File: config.mk
export PLATFORM = sky130hd
export DESIGN_NAME = mac_chain_flat
export DESIGN_NICKNAME = d
export VERILOG_FILES = /design/src/hdl/conv_pkg.sv /design/src/hdl/conv_ifs.sv /design/src/hdl/mac_pe.sv /design/src/hdl/mac_chain.sv /design/src/flat_wrapper.sv
export SDC_FILE = /design/constraint.sdc
export NUM_CORES = 2
export LEC_CHECK = 0
export BUFFER_PORTS_ARGS = -buffer_cell sky130_fd_sc_hd__buf_4
export CAP_MARGIN = 20
export CORE_ASPECT_RATIO = 1.5
export CORE_UTILIZATION = 46
export DETAILED_ROUTE_END_ITERATION = 8
export PLACE_DENSITY = 0.69
export SETUP_SLACK_MARGIN = 0.3
export SLEW_MARGIN = 20
export SYNTH_ARGS = -nofsm -noshare
export SYNTH_HDL_FRONTEND = slang
export SYNTH_SLANG_ARGS = --single-unit
File: constraint.sdc
create_clock -name clk -period 12.6 [get_ports clk]
set_input_delay 2.52 -clock clk [delete_from_list [all_inputs] [get_ports clk]]
set_output_delay 2.52 -clock clk [all_outputs]
set_load 0.05 [all_outputs]
File: src/hdl/conv_pkg.sv
// Widths, kernel geometry and the data and accumulator types of the convolution engine
package conv_pkg;

    // Pixels and weights are signed 8-bit integers
    localparam int DATA_WIDTH = 8;

    // Nine 8x8 products need 16 + 4 bits
    localparam int ACC_WIDTH  = 20;

    localparam int KERNEL     = 3;                  // 3x3 kernel
    localparam int BAND_WIDTH = KERNEL * KERNEL;    // One lane per kernel tap

    // Input side of up to 16 pixels
    localparam int SRAM_DEPTH = 256;
    localparam int ADDR_WIDTH = $clog2(SRAM_DEPTH);

    // Output map side, 1 to 14
    localparam int SIZE_WIDTH = 4;

    typedef logic signed [DATA_WIDTH-1:0] data_t;
    typedef logic signed [ACC_WIDTH-1:0]  acc_t;

endpackage

File: src/hdl/conv_ifs.sv


// Skewed lane delivery from data setup to the MAC chain
interface skew_if #(
    parameter int BAND_WIDTH = conv_pkg::BAND_WIDTH
);
    logic [BAND_WIDTH-1:0] lane_valid;
    conv_pkg::data_t       lane_data [BAND_WIDTH];
    logic                  last;       // Travels with the last lane's valid
    logic                  advance;    // Pipeline moves only when high

    modport src (
        output lane_valid,
        output lane_data,
        output last,
        input  advance
    );

    modport snk (
        input  lane_valid,
        input  lane_data,
        input  last,
        output advance
    );
endinterface

File: src/hdl/mac_pe.sv
// Weight-stationary processing element: multiply-add with registered partial sum
`timescale 1ns/1ns

module mac_pe (
    input  logic            clk,
    input  logic            rst,
    input  logic            en_i,        // Pipeline advance
    input  logic            w_load_i,
    input  conv_pkg::data_t w_i,
    input  logic            x_valid_i,
    input  conv_pkg::data_t x_i,
    input  conv_pkg::acc_t  psum_i,
    output conv_pkg::acc_t  psum_o,
    output logic            valid_o
);

    conv_pkg::data_t weight;   // Stationary for a whole frame

    always_ff @(posedge clk) begin
        if (w_load_i) begin
            weight <= w_i;
        end
    end

    always_ff @(posedge clk) begin
        if (rst) begin
            valid_o <= 1'b0;
        end else if (en_i) begin
            valid_o <= x_valid_i;
        end
    end

    // Operands are sign-extended to the accumulator width
    always_ff @(posedge clk) begin
        if (en_i) begin
            psum_o <= psum_i + weight * x_i;
        end
    end

endmodule

File: src/hdl/mac_chain.sv
// Weight load, nine chained PEs, output register and pipeline advance of the MAC chain
`timescale 1ns/1ns

module mac_chain #(
    parameter int BAND_WIDTH = 9
) (
    input  logic            clk,
    input  logic            rst,
    input  logic            busy_i,

    input  logic            w_valid_i,
    input  conv_pkg::data_t w_data_i,
    output logic            w_ready_o,

    skew_if.snk             sa,

    output logic            result_valid_o,
    output conv_pkg::acc_t  result_data_o,
    input  logic            result_ready_i,
    output logic            frame_done_o
);

    localparam int IW = $clog2(BAND_WIDTH);

    logic [IW-1:0]         w_idx;      // Next PE to take a weight
    logic                  w_fire;
    logic                  advance;
    conv_pkg::acc_t        psum_chain [BAND_WIDTH+1];
    logic [BAND_WIDTH-1:0] pe_valid;
    logic                  last_q;     // Marker beside the last PE's sum
    logic                  out_valid;
    logic                  out_last;
    conv_pkg::acc_t        out_data;

    assign w_ready_o      = !busy_i;
    assign w_fire         = w_valid_i && w_ready_o;
    assign advance        = !out_valid || result_ready_i;
    assign sa.advance     = advance;
    assign psum_chain[0]  = '0;

    // Weight index 0 goes first and restarts at every frame
    always_ff @(posedge clk) begin
        if (rst) begin
            w_idx <= '0;
        end else if (busy_i) begin
            w_idx <= '0;
        end else if (w_fire) begin
            w_idx <= (w_idx == IW'(BAND_WIDTH - 1)) ? '0 : w_idx + 1'b1;
        end
    end

    for (genvar k = 0; k < BAND_WIDTH; k++) begin : g_pe
        mac_pe i_pe (
            .clk       (clk),
            .rst       (rst),
            .en_i      (advance),
            .w_load_i  (w_fire && (w_idx == IW'(k))),
            .w_i       (w_data_i),
            .x_valid_i (sa.lane_valid[k]),
            .x_i       (sa.lane_data[k]),
            .psum_i    (psum_chain[k]),
            .psum_o    (psum_chain[k+1]),
            .valid_o   (pe_valid[k])
        );
    end

    always_ff @(posedge clk) begin
        if (rst) begin
            last_q    <= 1'b0;
            out_valid <= 1'b0;
            out_last  <= 1'b0;
        end else if (advance) begin
            last_q    <= sa.last;
            out_valid <= pe_valid[BAND_WIDTH-1];
            out_last  <= last_q;
        end
    end

    always_ff @(posedge clk) begin
        if (advance) begin
            out_data <= psum_chain[BAND_WIDTH];
        end
    end

    assign result_valid_o = out_valid;
    assign result_data_o  = out_data;
    assign frame_done_o   = out_valid && out_last && result_ready_i;

    a_hold : assert property (
        @(posedge clk) disable iff (rst)
        result_valid_o && !result_ready_i |=> result_valid_o && $stable(result_data_o)
    ) else $error("result changed while stalled");

endmodule

File: src/flat_wrapper.sv
// flat-port wrapper written by rule: the top's interface ports become plain ports
module mac_chain_flat 
#(
    parameter int BAND_WIDTH = 9
)
  (clk, rst, busy_i, w_valid_i, w_data_i, w_ready_o, result_valid_o, result_data_o, result_ready_i, frame_done_o, sa_lane_valid, sa_lane_data, sa_last, sa_advance);
  skew_if #(.BAND_WIDTH(BAND_WIDTH)) sa_i ();
  input  logic clk;
  input  logic rst;
  input  logic busy_i;
  input  logic w_valid_i;
  input  conv_pkg::data_t w_data_i;
  output logic w_ready_o;
  output logic result_valid_o;
  output conv_pkg::acc_t result_data_o;
  input  logic result_ready_i;
  output logic frame_done_o;
  input wire logic [$bits(sa_i.lane_valid)-1:0] sa_lane_valid;
  input wire logic [$bits(sa_i.lane_data)-1:0] sa_lane_data;
  input wire logic [$bits(sa_i.last)-1:0] sa_last;
  output wire logic [$bits(sa_i.advance)-1:0] sa_advance;
  assign sa_i.lane_valid = sa_lane_valid;
  assign sa_i.lane_data = {>>{sa_lane_data}};
  assign sa_i.last = sa_last;
  assign sa_advance = sa_i.advance;
  mac_chain #(.BAND_WIDTH(BAND_WIDTH)) u_core (.clk(clk), .rst(rst), .busy_i(busy_i), .w_valid_i(w_valid_i), .w_data_i(w_data_i), .w_ready_o(w_ready_o), .sa(sa_i), .result_valid_o(result_valid_o), .result_data_o(result_data_o), .result_ready_i(result_ready_i), .frame_done_o(frame_done_o));
endmodule
Yosys cells after proc, flatten, opt, wreduce, memory -nomap -nowiden:

Cells that the tools add are included.

* add/subtract/negate cells: 9
* multipliers: 9
* eq/ne operators: 8
* muxes and demuxes: 1
* reduce and logical (&&, ||, !) cells: 17

Operators with widths (count)
* $add A20 B16 Y20: 8
* $mul A8 B8 Y16: 9
* $eq A4 B3 Y1 const B: 4
* $logic_and A1 B1 Y1: 12
* $eq A4 B2 Y1 const B: 2
* $add A4 B1 Y4 const B: 1
* $eq A4 B1 Y1 const B: 1
* $eq A4 B4 Y1 const B: 1
* $logic_not A4 Y1: 1
* $mux W4: 1
* $logic_not A1 Y1: 2
* $reduce_or A2 Y1: 1
* $logic_or A1 B1 Y1: 1

* bits in registers: 280
* output and inout port bits: 24

Logic depth before layout (Yosys ltp):

* depth in word-level cells: 3
* gate-level depth with buffers: 20
* gate-level depth less buffers: 20

Cells and area by module:

Synthesis repeated with hierarchy kept, for this count alone.

* cells, all modules: 3791
* area total of the unflattened synthesis: 41516.1 µm²

Modules (own cells, without submodules)
* mac_pe at u_core.g_pe[2].i_pe ...: times used 5, cells an instance 412, area an instance 4510.6 µm², seq. area each 860.8 µm²
* mac_pe at u_core.g_pe[0].i_pe ...: times used 2, cells an instance 417, area an instance 4488.1 µm², seq. area each 860.8 µm²
* mac_pe at u_core.g_pe[7].i_pe: times used 1, cells an instance 413, area an instance 4485.6 µm², seq. area each 860.8 µm²
* mac_pe at u_core.g_pe[8].i_pe: times used 1, cells an instance 414, area an instance 4478.0 µm², seq. area each 860.8 µm²
* mac_chain: times used 1, cells an instance 70, area an instance 1023.5 µm², seq. area each 740.7 µm²

Worst setup path before layout:

No wires, ideal clock.

* kind: input to output
* from: in result_ready_i
* to: out sa_advance
* data arrival time: 8.460 ns
* path slack: 1.620 ns
* stages: 2
* path buffers: 1
* cell sequence: nand2b_1 clkbuf_1

* longest elaborated chain between the ends: 1

Ends and longest elaborated chain
* start: declaration: RTL line flat_wrapper.sv:16 `input logic result_ready_i;`
* $logic_or A1 B1 Y1: RTL line mac_chain.sv:37 `assign advance = !out_valid || result_ready_i;`
* end: declaration: RTL line flat_wrapper.sv:21 `output wire logic [$bits(sa_i.advance)-1:0] sa_advance;`

No other way between the ends.

Worst setup path in the final report:

* from: in sa_lane_data[24]
* to: reg u_core.g_pe[5].i_pe.psum_o[19], data pin

* longest elaborated chain between the ends: 2

Ends and longest elaborated chain
* start: declaration: RTL line flat_wrapper.sv:19 `input wire logic [$bits(sa_i.lane_data)-1:0] sa_lane_data;`
* $mul A8 B8 Y16: RTL line mac_pe.sv:36 `psum_o <= psum_i + weight * x_i;`
* $add A20 B16 Y20: RTL line mac_pe.sv:36
* end signal: assignment: RTL line mac_pe.sv:36
* end: declaration: RTL line mac_pe.sv:13 `output conv_pkg::acc_t psum_o,`

No other way between the ends.
A chain may end at the register's enable or synchronous reset.

==> metrics.yaml <==
final_layout:
  multi_input_area_sq_um: 27320
  fill_cells: 7438
  area_delta_synth_final_pct: 8.406
  drive_gt1_frac: 0.05278
  finalInstanceArea_sq_um: 41810
  nets: 4822
  layout.area.seq_sq_um: 8208
synth:
  synth_top_area_frac: 0.3898
  yosys.area.top_type: "fa_1"
  synth_commonest_cells: "inv_1, fa_1, ha_1"
  ys_seq_elements: 276
  yosysMostFrequentCell: "inv_1"
  syn_inst: 3440
  netlist_area_sq_um: 38570
  synth_ff_type: "edfxtp_1"
  postSynthAreaPerCell_sq_um: 11.21
  synth_area_leaders: "fa_1, edfxtp_1, ha_1"
  yosysWarnings: 0
  ys_seq_area_frac: 0.2128
  synth_cell_types: 68
  synthArstFlopShare: 0
  synth-edff-count: 268
  syn_nets: 4685
critical_path:
  crit_path_end_kind: "flop"
  start_kind: "primary input"
  reg2reg_slack_ns: 6.62
  rr_worst_depth: 16
  arrival_ns: 7.80
  reg2reg_from: "u_core.g_pe[5].i_pe.weight[7]"
  r2r_end: "u_core.g_pe[5].i_pe.psum_o[19]"
  cp_max_fo: 13
  crit_required_ns: 12.91
  crit_type: "primary input to flop"
clock_network:
  cts_buffers: 31
  cts_resized: 0
  clock-root-buffer: "clkbuf_16"
  clkTransAtPathRegs_ns: 0.06
  hold_buffers: 0
  clk_path_buf_depth: 3
  cts_setup_buffers: 0
  cts_tree: "built"
  clock_latency_ns: 0.60
  cts-htree-levels: 1
  cts_sinks: 276
sta:
  fin_tns_setup_ns: 0
  setup_viol: 0
  rsz0062_at_grt: "false"
  worst_slew_pin_slew_ns: 0.9047
  min_period_ns: 7.485
  final-hold-violation-count: 0
  fin_worst_skew_ns: 0.02055
  slew_violations: 0
  hold_ws_ns: 0.4169
  maxSlewHeadroom: 0.3969
  fmaxAchievable_mhz: 133.6
  fin_crit_sh: 0.5941
floorplan:
  rows: 129
  dieArea_sq_um: 85030
  die_y_um: 356.6
  start_util: 0.4658
  core_area_sq_um: 82800
  die-width_um: 238.4
  ioPinCount: 119
placed_design:
  dp_hpwl_mm: 62.28
  placed_area_sq_um: 40790
  portBuffers: 110
  place.gp.congestion: 0.8430
global_routing:
  grt_pass1_wl_mm: 128.4
  grt_max_degree: 62
  antenna_found_initial: 3
  overflow: 0
  grt_pass1_vias: 26080
  grt.total_usage: 0.1903
detailed_routing:
  firstDrtPassIters: 7
  route.detailed.drc: 0
  vias_per_cell: 5.001
  drt-initial-drc-count: 879
  routed_wl_mm: 74.55
  wire_per_inst_um: 15.81
  vias: 23580
  ant_nets: 0
status:
  outcome: "finished clean"
worst_hold_path:
  hold_start: "u_core.g_pe[8].i_pe.psum_o[15]"
  hold_class: "flop to flop"
  whs_path_depth: 0
  hold_end: "u_core.result_data_o[15]"
job:
  cap_violations: 0
==> per-stage QoR <==
stage,instances,worst slack (ns),util
global placement,4657,4.442,0.4926
finish,4715,5.115,0.5049
floorplan,3440,1.620,-
global route,4714,4.744,0.5049
CTS,4713,5.034,0.5049
detailed placement,4657,4.397,0.4926
==> cell families after synthesis <==
family	count (synthesis)	share of synthesized area
AOI/OAI and AO/OA	264	0.04763
xor gates and xnor gates	173	0.03929
adders and majority gates	1150	0.5193
buffers and inverters	813	0.07913
DFF	276	0.2128
muxes	7	0.001817
and+or+nand+nor	757	0.1001
==> layout by cell type (no fill, tap or decap), drive strengths merged, types with 8 or more instances in the layout <==
master and count:
a21oi 80, nand2 241, o21ai 47, nand2b 25, o21a 17, nor3 20, xnor2 136, a21o 37
nand3 12, nor2b 16, buf 113, and3 11, and2 310, ha 399, xor2 37, dfxtp 8
o21bai 17, clkbuf 34, clkinv 13, nor2 103, fa 751, inv 806, edfxtp 268
==> per-layer routing <==
layer | part of all wire | up-vias | track usage | routed length, um
li1 | - | 10950 | - | -
met1 | 0.39 | 12120 | 0.2252 | 28810
met2 | 0.54 | 379 | 0.3556 | 40570
met3 | 0.035 | 129 | 0.01988 | 2579
met4 | 0.035 | 2 | 0.06603 | 2578
met5 | 0.00019 | - | 0 | 14
==> area by class of cell <==
cell class,instances,area share
antenna,2,0.0001197
multi-input combinational,2351,0.6535
timing repair buffer,113,0.02029
sequential,276,0.1963
inverter,804,0.07218
clock inverter,22,0.005507
tap,1113,0.03331
clock buffer,34,0.01882
==> how the worst max path moves through the flow <==
stage          cells past startpoint                             end              from  slack, ns
6_report                          17  u_core.g_pe[5].i_pe.psum_o[19]  sa_lane_data[24]       5.11
5_1_grt                           16  u_core.g_pe[5].i_pe.psum_o[18]  sa_lane_data[24]       4.74
4_1_cts                           16  u_core.g_pe[5].i_pe.psum_o[18]  sa_lane_data[24]       5.03
3_5_place_dp                      16  u_core.g_pe[5].i_pe.psum_o[18]  sa_lane_data[24]       4.40
3_3_place_gp                      16  u_core.g_pe[5].i_pe.psum_o[18]  sa_lane_data[24]       4.44
2_1_floorplan                      2                      sa_advance    result_ready_i       1.62
==> registers in the layout, summed over array words and instances, names as in the netlist <==
register / cells
u_core.g_pe.i_pe.valid_o: 1
u_core.last_q: 1
u_core.g_pe.i_pe.psum_o: 176
u_core.out_last: 1
u_core.g_pe.i_pe.weight: 72
u_core.result_valid_o: 1
u_core.result_data_o: 20
u_core.w_idx: 4
==> worst max-delay path: stages <==
cell,delay (ns)
buf_4,0.14
and2_1,0.71
inv_1,0.13
fa_1,0.51
inv_1,0.05
fa_1,0.48
fa_1,0.58
fa_1,0.44
fa_1,0.44
ha_1,0.35
a21oi_1,0.20
o22ai_1,0.16
nor4_2,0.27
o31ai_1,0.16
a21bo_1,0.22
o41ai_2,0.25
xnor2_1,0.19
Power is left out: the tool's default activity adds up to more than one toggle a clock period on the data nets, which glitch-free logic cannot reach.
