[src/hdl/conv_pkg.sv]
// Widths, kernel geometry and the data and accumulator types of the convolution engine
package conv_pkg;

    // Pixels and weights are signed 8-bit integers
    localparam int DATA_WIDTH = 8;

    // Nine 8x8 products need 16 + 4 bits
    localparam int ACC_WIDTH  = 20;

    localparam int KERNEL     = 3;                  // 3x3 kernel
    localparam int BAND_WIDTH = KERNEL * KERNEL;    // One lane per kernel tap

    // Input side of up to 16 pixels
    localparam int SRAM_DEPTH = 256;
    localparam int ADDR_WIDTH = $clog2(SRAM_DEPTH);

    // Output map side, 1 to 14
    localparam int SIZE_WIDTH = 4;

    typedef logic signed [DATA_WIDTH-1:0] data_t;
    typedef logic signed [ACC_WIDTH-1:0]  acc_t;

endpackage

[src/hdl/conv_ifs.sv]
// Interfaces bank_rd_if and skew_if with their modports
`timescale 1ns/1ns

// Per-lane read port bundle of the feature-map bank
interface bank_rd_if #(
    parameter int BAND_WIDTH = conv_pkg::BAND_WIDTH,
    parameter int ADDR_WIDTH = conv_pkg::ADDR_WIDTH
);
    logic [BAND_WIDTH-1:0] rd_en;
    logic [ADDR_WIDTH-1:0] rd_addr [BAND_WIDTH];
    conv_pkg::data_t       rd_data [BAND_WIDTH];  // One cycle after rd_en

    modport client (
        output rd_en,
        output rd_addr,
        input  rd_data
    );

    modport server (
        input  rd_en,
        input  rd_addr,
        output rd_data
    );
endinterface

// Skewed lane delivery from data setup to the MAC chain
interface skew_if #(
    parameter int BAND_WIDTH = conv_pkg::BAND_WIDTH
);
    logic [BAND_WIDTH-1:0] lane_valid;
    conv_pkg::data_t       lane_data [BAND_WIDTH];
    logic                  last;       // Travels with the last lane's valid
    logic                  advance;    // Pipeline moves only when high

    modport src (
        output lane_valid,
        output lane_data,
        output last,
        input  advance
    );

    modport snk (
        input  lane_valid,
        input  lane_data,
        input  last,
        output advance
    );
endinterface

[src/hdl/data_setup.sv]
// Data setup: output-window counters, skewed address chain, lane valid/data and last marking
`timescale 1ns/1ns

module data_setup #(
    parameter int SRAM_DEPTH = 256,
    parameter int BAND_WIDTH = 9
) (
    input  logic                            clk,
    input  logic                            rst,

    input  logic                            start_i,
    input  logic [conv_pkg::SIZE_WIDTH-1:0] ofmap_size_i,
    output logic                            busy_o,

    bank_rd_if.client                       rd,
    skew_if.src                             sa
);

    localparam int AW = $clog2(SRAM_DEPTH);
    localparam int SW = conv_pkg::SIZE_WIDTH;

    logic [SW-1:0]         size_q;
    logic [SW:0]           in_side;      // n = output size + 2
    logic [2*SW-1:0]       win_total;
    logic [SW-1:0]         col;
    logic [AW-1:0]         row_base;
    logic [2*SW-1:0]       win_cnt;
    logic                  busy;
    logic                  issuing;      // Windows still to be issued
    logic                  issue_last;
    logic                  advance;

    logic [AW-1:0]         addr_q [BAND_WIDTH];
    logic [BAND_WIDTH-1:0] en_q;         // Read enables, one lane further per cycle
    logic [BAND_WIDTH-1:0] last_sh;
    logic [BAND_WIDTH-1:0] vld_n;        // Valid delayed for read latency
    logic                  last_n;
    logic [BAND_WIDTH-1:0] lane_valid_q;
    conv_pkg::data_t       lane_data_q [BAND_WIDTH];
    logic                  last_q;
    logic [1:0]            drain;        // Last result in PE 8 reg, then in output reg

    assign advance    = sa.advance;
    assign in_side    = (SW + 1)'(size_q) + (SW + 1)'(2);
    assign win_total  = size_q * size_q;
    assign issue_last = (win_cnt == win_total - 1'b1);

    // Window stepping across the output map, row-major
    always_ff @(posedge clk) begin
        if (rst) begin
            size_q   <= '0;
            busy     <= 1'b0;
            issuing  <= 1'b0;
            col      <= '0;
            row_base <= '0;
            win_cnt  <= '0;
        end else begin
            if (start_i && !busy) begin
                size_q   <= ofmap_size_i;
                busy     <= 1'b1;
                issuing  <= 1'b1;
                col      <= '0;
                row_base <= '0;
                win_cnt  <= '0;
            end else if (advance && issuing) begin
                win_cnt <= win_cnt + 1'b1;
                if (col == size_q - 1'b1) begin
                    col      <= '0;
                    row_base <= row_base + AW'(in_side);   // Next input row
                end else begin
                    col <= col + 1'b1;
                end
                if (issue_last) begin
                    issuing <= 1'b0;
                end
            end

            // Final result accepted at the output register
            if (advance && drain[1]) begin
                busy <= 1'b0;
            end
        end
    end

    // Control side of the skewed lane pipeline
    always_ff @(posedge clk) begin
        if (rst) begin
            en_q         <= '0;
            last_sh      <= '0;
            vld_n        <= '0;
            last_n       <= 1'b0;
            lane_valid_q <= '0;
            last_q       <= 1'b0;
            drain        <= '0;
        end else if (advance) begin
            en_q         <= {en_q[BAND_WIDTH-2:0], issuing};
            last_sh      <= {last_sh[BAND_WIDTH-2:0], issuing && issue_last};
            vld_n        <= en_q;
            last_n       <= last_sh[BAND_WIDTH-1];
            lane_valid_q <= vld_n;
            last_q       <= last_n;
            drain        <= {drain[0], last_q};
        end
    end

    // Address chain and captured lane data
    always_ff @(posedge clk) begin
        if (advance) begin
            addr_q[0] <= row_base + AW'(col);
            for (int k = 1; k < BAND_WIDTH; k++) begin
                if (k % conv_pkg::KERNEL == 0) begin
                    addr_q[k] <= addr_q[k-1] + AW'(size_q);   // Wrap to next kernel row
                end else begin
                    addr_q[k] <= addr_q[k-1] + 1'b1;
                end
            end
            for (int k = 0; k < BAND_WIDTH; k++) begin
                if (vld_n[k]) begin
                    lane_data_q[k] <= rd.rd_data[k];
                end
            end
        end
    end

    // Bank must not read during a stall, its output then holds
    assign rd.rd_en      = en_q & {BAND_WIDTH{advance}};
    assign rd.rd_addr    = addr_q;
    assign sa.lane_valid = lane_valid_q;
    assign sa.lane_data  = lane_data_q;
    assign sa.last       = last_q;
    assign busy_o        = busy;

    // Each window walks down the lanes one cycle per lane
    for (genvar k = 1; k < BAND_WIDTH; k++) begin : g_skew_chk
        a_diagonal : assert property (
            @(posedge clk) disable iff (rst)
            advance && sa.lane_valid[k-1] |=> sa.lane_valid[k]
        ) else $error("lane %0d valid did not follow lane %0d", k, k - 1);
    end

endmodule

[src/flat_wrapper.sv]
// flat-port wrapper written by rule: the top's interface ports become plain ports
module data_setup_flat 
#(
    parameter int SRAM_DEPTH = 256,
    parameter int BAND_WIDTH = 9
)
  (clk, rst, start_i, ofmap_size_i, busy_o, rd_rd_en, rd_rd_addr, rd_rd_data, sa_lane_valid, sa_lane_data, sa_last, sa_advance);
  bank_rd_if #(.BAND_WIDTH(BAND_WIDTH)) rd_i ();
  skew_if #(.BAND_WIDTH(BAND_WIDTH)) sa_i ();
  input  logic clk;
  input  logic rst;
  input  logic start_i;
  input  logic [conv_pkg::SIZE_WIDTH-1:0] ofmap_size_i;
  output logic busy_o;
  output wire logic [$bits(rd_i.rd_en)-1:0] rd_rd_en;
  output wire logic [$bits(rd_i.rd_addr)-1:0] rd_rd_addr;
  input wire logic [$bits(rd_i.rd_data)-1:0] rd_rd_data;
  output wire logic [$bits(sa_i.lane_valid)-1:0] sa_lane_valid;
  output wire logic [$bits(sa_i.lane_data)-1:0] sa_lane_data;
  output wire logic [$bits(sa_i.last)-1:0] sa_last;
  input wire logic [$bits(sa_i.advance)-1:0] sa_advance;
  assign rd_rd_en = rd_i.rd_en;
  assign rd_rd_addr = {>>{rd_i.rd_addr}};
  assign rd_i.rd_data = {>>{rd_rd_data}};
  assign sa_lane_valid = sa_i.lane_valid;
  assign sa_lane_data = {>>{sa_i.lane_data}};
  assign sa_last = sa_i.last;
  assign sa_i.advance = sa_advance;
  data_setup #(.SRAM_DEPTH(SRAM_DEPTH), .BAND_WIDTH(BAND_WIDTH)) u_core (.clk(clk), .rst(rst), .start_i(start_i), .ofmap_size_i(ofmap_size_i), .busy_o(busy_o), .rd(rd_i), .sa(sa_i));
endmodule
[config.mk]
export PLATFORM = sky130hd
export DESIGN_NAME = data_setup_flat
export DESIGN_NICKNAME = d
export VERILOG_FILES = /design/src/hdl/conv_pkg.sv /design/src/hdl/conv_ifs.sv /design/src/hdl/data_setup.sv /design/src/flat_wrapper.sv
export SDC_FILE = /design/constraint.sdc
export NUM_CORES = 1
export LEC_CHECK = 0
export ABC_AREA = 1
export BUFFER_PORTS_ARGS = -buffer_cell sky130_fd_sc_hd__buf_4
export CORE_MARGIN = 10
export CORE_UTILIZATION = 46
export CTS_BUF_LIST = sky130_fd_sc_hd__clkbuf_8
export DETAILED_ROUTE_END_ITERATION = 12
export GPL_ROUTABILITY_DRIVEN = 0
export GPL_TIMING_DRIVEN = 0
export PLACE_DENSITY = 0.72
export REMOVE_ABC_BUFFERS = 1
export SYNTH_ARGS = -nofsm -noshare
export SYNTH_HDL_FRONTEND = slang
export SYNTH_SLANG_ARGS = --single-unit
export TNS_END_PERCENT = 10
[constraint.sdc]
create_clock -name clk -period 2.9 [get_ports clk]
set_input_delay 0.435 -clock clk [delete_from_list [all_inputs] [get_ports clk]]
set_output_delay 0.435 -clock clk [all_outputs]
set_load 0.03 [all_outputs]
Word level (Yosys, flattened, before mapping)
Cells that the tools add are included.
W data, S select, Z words.
{ "totals": {"regBits": 210, "elab_cells": 74} }
{ "op_classes": {"n_eq_ne": 2, "muxes": 4, "addsub": 15, "n_bitwise": 1, "multipliers": 1, "n_reduce_logical": 20} }
{ "op_table": {"columns": ["cell", "n"], "rows": [
  ["$add A8 B1 Y8 const B", 7],
  ["$add A8 B4 Y8", 3],
  ["$reduce_and A2 Y1", 11],
  ["$and A9 B9 Y9", 1],
  ["$add A8 B5 Y8", 1],
  ["$eq A8 B8 Y1", 1],
  ["$mul A4 B4 Y8", 1],
  ["$sub A8 B1 Y8 const B", 1],
  ["$add A4 B2 Y5 const B", 1],
  ["$add A4 B1 Y4 const B", 1],
  ["$eq A4 B4 Y1", 1],
  ["$logic_and A1 B1 Y1", 4],
  ["$mux W4", 1],
  ["$reduce_bool A2 Y1", 2],
  ["$reduce_or A2 Y1", 2],
  ["$sub A4 B1 Y4 const B", 1],
  ["$mux W1", 3],
  ["$logic_not A1 Y1", 1]
]} }

Longest topological paths before layout
{ "depth": {"word_depth": 6, "depth_mapped": 18, "ltp_nobuf": 17} }

Worst setup path after synthesis
No wires, ideal clock.
{ "synth_path": {"path_kind": "register -> register", "startpoint": "reg u_core.size_q[3]", "endpoint": "reg u_core.issuing", "synth_period_minus_slack_ps": 2686, "setup_time_ps": 126, "stages_incl_launch_ff": 16, "slack_ps": 214, "arrival_time_ps": 2561, "path_cell_list": "dfxtp_1 > buf_6 > nand2_1 > ha_1 > xor2_1 > xor2_1 > ha_1 > ha_1 > a21oi_1 > nand3_1 > nand3_1 > nand2_1 > inv_1 > nand4_1 > nand2_1 > a21oi_1"} }
{ "synth_between": {"elab_chain_cells": 5} }
{ "synth_rtl": {"columns": ["element", "line_no", "source"], "rows": [
  ["from (decl)", "data_setup.sv:22", "logic [SW-1:0] size_q;"],
  ["from (signal assigned)", "data_setup.sv:59", "size_q <= ofmap_size_i;"],
  ["$mul A4 B4 Y8", "data_setup.sv:45", "assign win_total = size_q * size_q;"],
  ["$sub A8 B1 Y8", "data_setup.sv:46", "assign issue_last = (win_cnt == win_total - 1'b1);"],
  ["$eq A8 B8 Y1", "data_setup.sv:46", null],
  ["$reduce_bool A2 Y1 (no line)", null, null],
  ["$reduce_and A2 Y1 (no line)", null, null],
  ["to (signal assigned)", "data_setup.sv:53", "issuing <= 1'b0;"],
  ["to (signal assigned)", "data_setup.sv:61", "issuing <= 1'b1;"],
  ["to (signal assigned)", "data_setup.sv:74", "issuing <= 1'b0;"],
  ["to (decl)", "data_setup.sv:29", "logic issuing;"]
]} }
Every way passes these cells.
A chain may end at the register's enable or synchronous reset.

Final worst setup path
{ "layout_path": {"startpoint": "reg u_core.size_q[1]", "endpoint": "reg u_core.issuing"} }
Same word-level chain as after synthesis.

==> flow_metrics.tcl <==
set metrics [dict create \
    hpwl_um 16000 \
    avgViaCountPerCell 4.89 \
    fin_util_pct 60.5 \
    antenna_found_initial 0 \
    rsz0062_at_grt "no" \
    slew_violations 0 \
    worst_pin_slew_ns 1.15 \
    synth_cell_types 42 \
    clock-sinks 194 \
    pwr-share-clk_pct 29.9 \
    hold_buffers 0 \
    cp.required_ns 3.25 \
    start_util_pct 46.7 \
    power_density_nw_per_um2 557 \
    yosysSeqAreaShare_pct 63.6 \
    yosys_warnings 0 \
    path_max_fanout 7 \
    clk_pin_slew_ns 0.13 \
    dieArea_um2 24000 \
    hold_path_class "input port to flop" \
    crit_cells 17 \
    critPathBufInv 2 \
    path_cells "nand2_1 > ha_1 > xor2_1 > xor2_1 > ha_1 > ha_4 > nand2_1 > inv_2 > nand2_2 > nand2_2 > nand2_1 > nand3_1 > nand2_1 > inv_1 > nand4_1 > nand2_1 > a21oi_1" \
    synth_area_um2 8370 \
    finalHoldViolCount 0 \
    leakage_nw 4.70 \
    finalSetupViolCount 0 \
    skew_ns 0.0197 \
    ys.flop_type "edfxtp_1" \
    power_frac_comb_pct 16.1 \
    final_common_cell "buf_4" \
    dieWidth_um 155 \
    crit_arrival_ns 3.01 \
    p_int_w 0.00422 \
    slew_headroom_pct 23.3 \
    p_seq_share_pct 54.0 \
    fmax_ghz 0.375 \
    fin_nets 1076 \
    grt_util_all_layers_pct 16.3 \
    total_power_w 0.00604 \
    r2r_slack_ns 0.23 \
    async_flop_share_pct 0 \
    crit_path_start_kind "flop" \
    drt_wl_total_um 20500 \
    p_switching_w 0.00182 \
    holdWs_ns 0.124 \
    holdPathStages 1 \
    clock_latency_ns 0.47 \
    worstSetupEndpointType "flop" \
    first_pass_iters 4 \
    cts_buffers 17 \
    sw_frac_of_total_pct 30.1 \
    io-pin-count 244 \
    core_um2 17900 \
    crit_type "flop to flop" \
    h-tree-depth 4 \
    grt_pass1_vias 5716 \
    die_h_um 155 \
    grt_max_degree 98 \
    cts_tree "built" \
    clock_path_buffers 2 \
    grt_overflow 0 \
    synth_area_per_cell_um2 11.8 \
    crit_slowest_cell "dfxtp_4" \
    drc 0 \
    synthToLayoutAreaGrowth_pct 29.5 \
    critPathMaxStageDelay_ns 0.42 \
    final_cell_mix "buf_4, edfxtp_1, nand2_1" \
    max-vdd-ir-drop_v 0.000366 \
    synth-seq-cells 194 \
    cp_common_cell "nand2_1" \
    port_buffers 243 \
    grt_pass1_wl_um 30700 \
    crit_family "adder cells" \
    reg2reg_depth 17 \
    status "finished clean" \
    n_antenna_cell 0 \
    finalCriticalPeriod_ns 2.67 \
    maxCapViolCount 0 \
    synth_edf_count 144 \
    ant_nets 0 \
    wl_per_cell_um 17.2 \
    drive_gt1_share_pct 32.1 \
    drt_iter0_drc 353 \
    std_cell_rows 49 \
    syn_inst 707 \
    postLayoutCellArea_um2 10800 \
    dpl_cell_area_um2 10300 \
    vias 5838 \
    totalNegativeSetupSlack_ns 0 \
    period_share_pct 91.9 \
    root_buffer "clkbuf_8" \
]
## final cells by class
type	count	area, µm²
Sequential cell	194	5340
Multi-Input combinational cell	412	2620
Clock inverter	15	196
Fill cell	1457	7060
Clock buffer	17	234
Tap cell	229	287
Timing Repair Buffer	247	1850
Inverter	81	309
## worst paths after layout
kind / from / end
max reg2reg: u_core.size_q[1] / u_core.issuing
min: rd_rd_data[27] / u_core.sa.lane_data[27]
min reg2reg: u_core.drain[1] / u_core.busy_o
max: u_core.size_q[1] / u_core.issuing
## kinds of logic after synthesis
kind of cell | count (synthesis) | share of synthesized area, %
simple gates | 215 | 11.3
flops | 194 | 63.6
buf+inv | 101 | 5.28
compound gates | 84 | 5.55
xor+xnor | 70 | 7.42
fa+ha+maj | 43 | 6.79
## Yosys cell counts, types with 2 or more instances
master | instances | area (µm²)
nor2_1 | 54 | 203
a21o_1 | 2 | 15.0
nand4_1 | 7 | 43.8
nor3b_1 | 2 | 15.0
xor2_1 | 40 | 350
fa_1 | 4 | 80.1
o21ai_0 | 27 | 135
a21oi_2 | 3 | 26.3
edfxtp_1 | 144 | 4320
xnor2_1 | 29 | 254
dfxtp_1 | 50 | 1000
nor3_2 | 2 | 20.0
a31oi_1 | 2 | 12.5
inv_1 | 74 | 278
nand2_2 | 3 | 18.8
a21oi_1 | 39 | 195
buf_4 | 8 | 60.1
ha_1 | 39 | 488
buf_1 | 2 | 7.51
o21ai_2 | 4 | 35.0
clkbuf_1 | 5 | 18.8
inv_2 | 5 | 18.8
nand3_1 | 39 | 195
nor3_1 | 4 | 20.0
buf_6 | 3 | 33.8
o21ai_1 | 2 | 10.0
o22ai_1 | 2 | 12.5
nand2_1 | 98 | 368
## flip-flops by register name, summed over array words and instances, names as in the netlist
signal / count
u_core.busy_o: 1
u_core.col: 4
u_core.drain: 2
u_core.en_q: 1
u_core.issuing: 1
u_core.last_n: 1
u_core.last_sh: 9
u_core.rd.rd_addr: 72
u_core.row_base: 8
u_core.sa.lane_data: 72
u_core.sa.lane_valid: 9
u_core.sa.last: 1
u_core.size_q: 4
u_core.vld_n: 1
u_core.win_cnt: 8
## stage by stage
step / cells / worst slack, ns
after floorplan: 687 / 0.173
after global placement: 1159 / -0.238
after detailed placement: 1159 / -0.267
after CTS: 1191 / 0.00130
after global routing: 1195 / 0.00852
final: 1195 / 0.235
## power by group through the flow
stage                     clock network, W  logic, W  registers [W]
final                              0.00181  0.000974        0.00326
after global routing               0.00197   0.00107        0.00328
after CTS                          0.00185  0.000961        0.00327
after detailed placement                 0  0.000958        0.00333
after global placement                   0  0.000934        0.00332
after floorplan                          0  0.000380        0.00351
## repair_timing
item / 4_1_cts / 5_1_grt
resized for setup: 5 / 6
hold endpoints to repair: 0 / 0
endpoints found under the setup margin: 2 / 2
setup buffers: 0 / 4
pin swaps: 0 / 1
## per-layer routing
layer / up-vias / part of all wire, % / global-route usage, %
met5: - / 0 / 0
met4: 0 / 1.4 / 4.77
met3: 19 / 6.1 / 4.82
met2: 155 / 55 / 30.4
li1: 2882 / - / -
met1: 2782 / 38 / 17.4
Note: power is estimated with default switching activity, not from simulation.
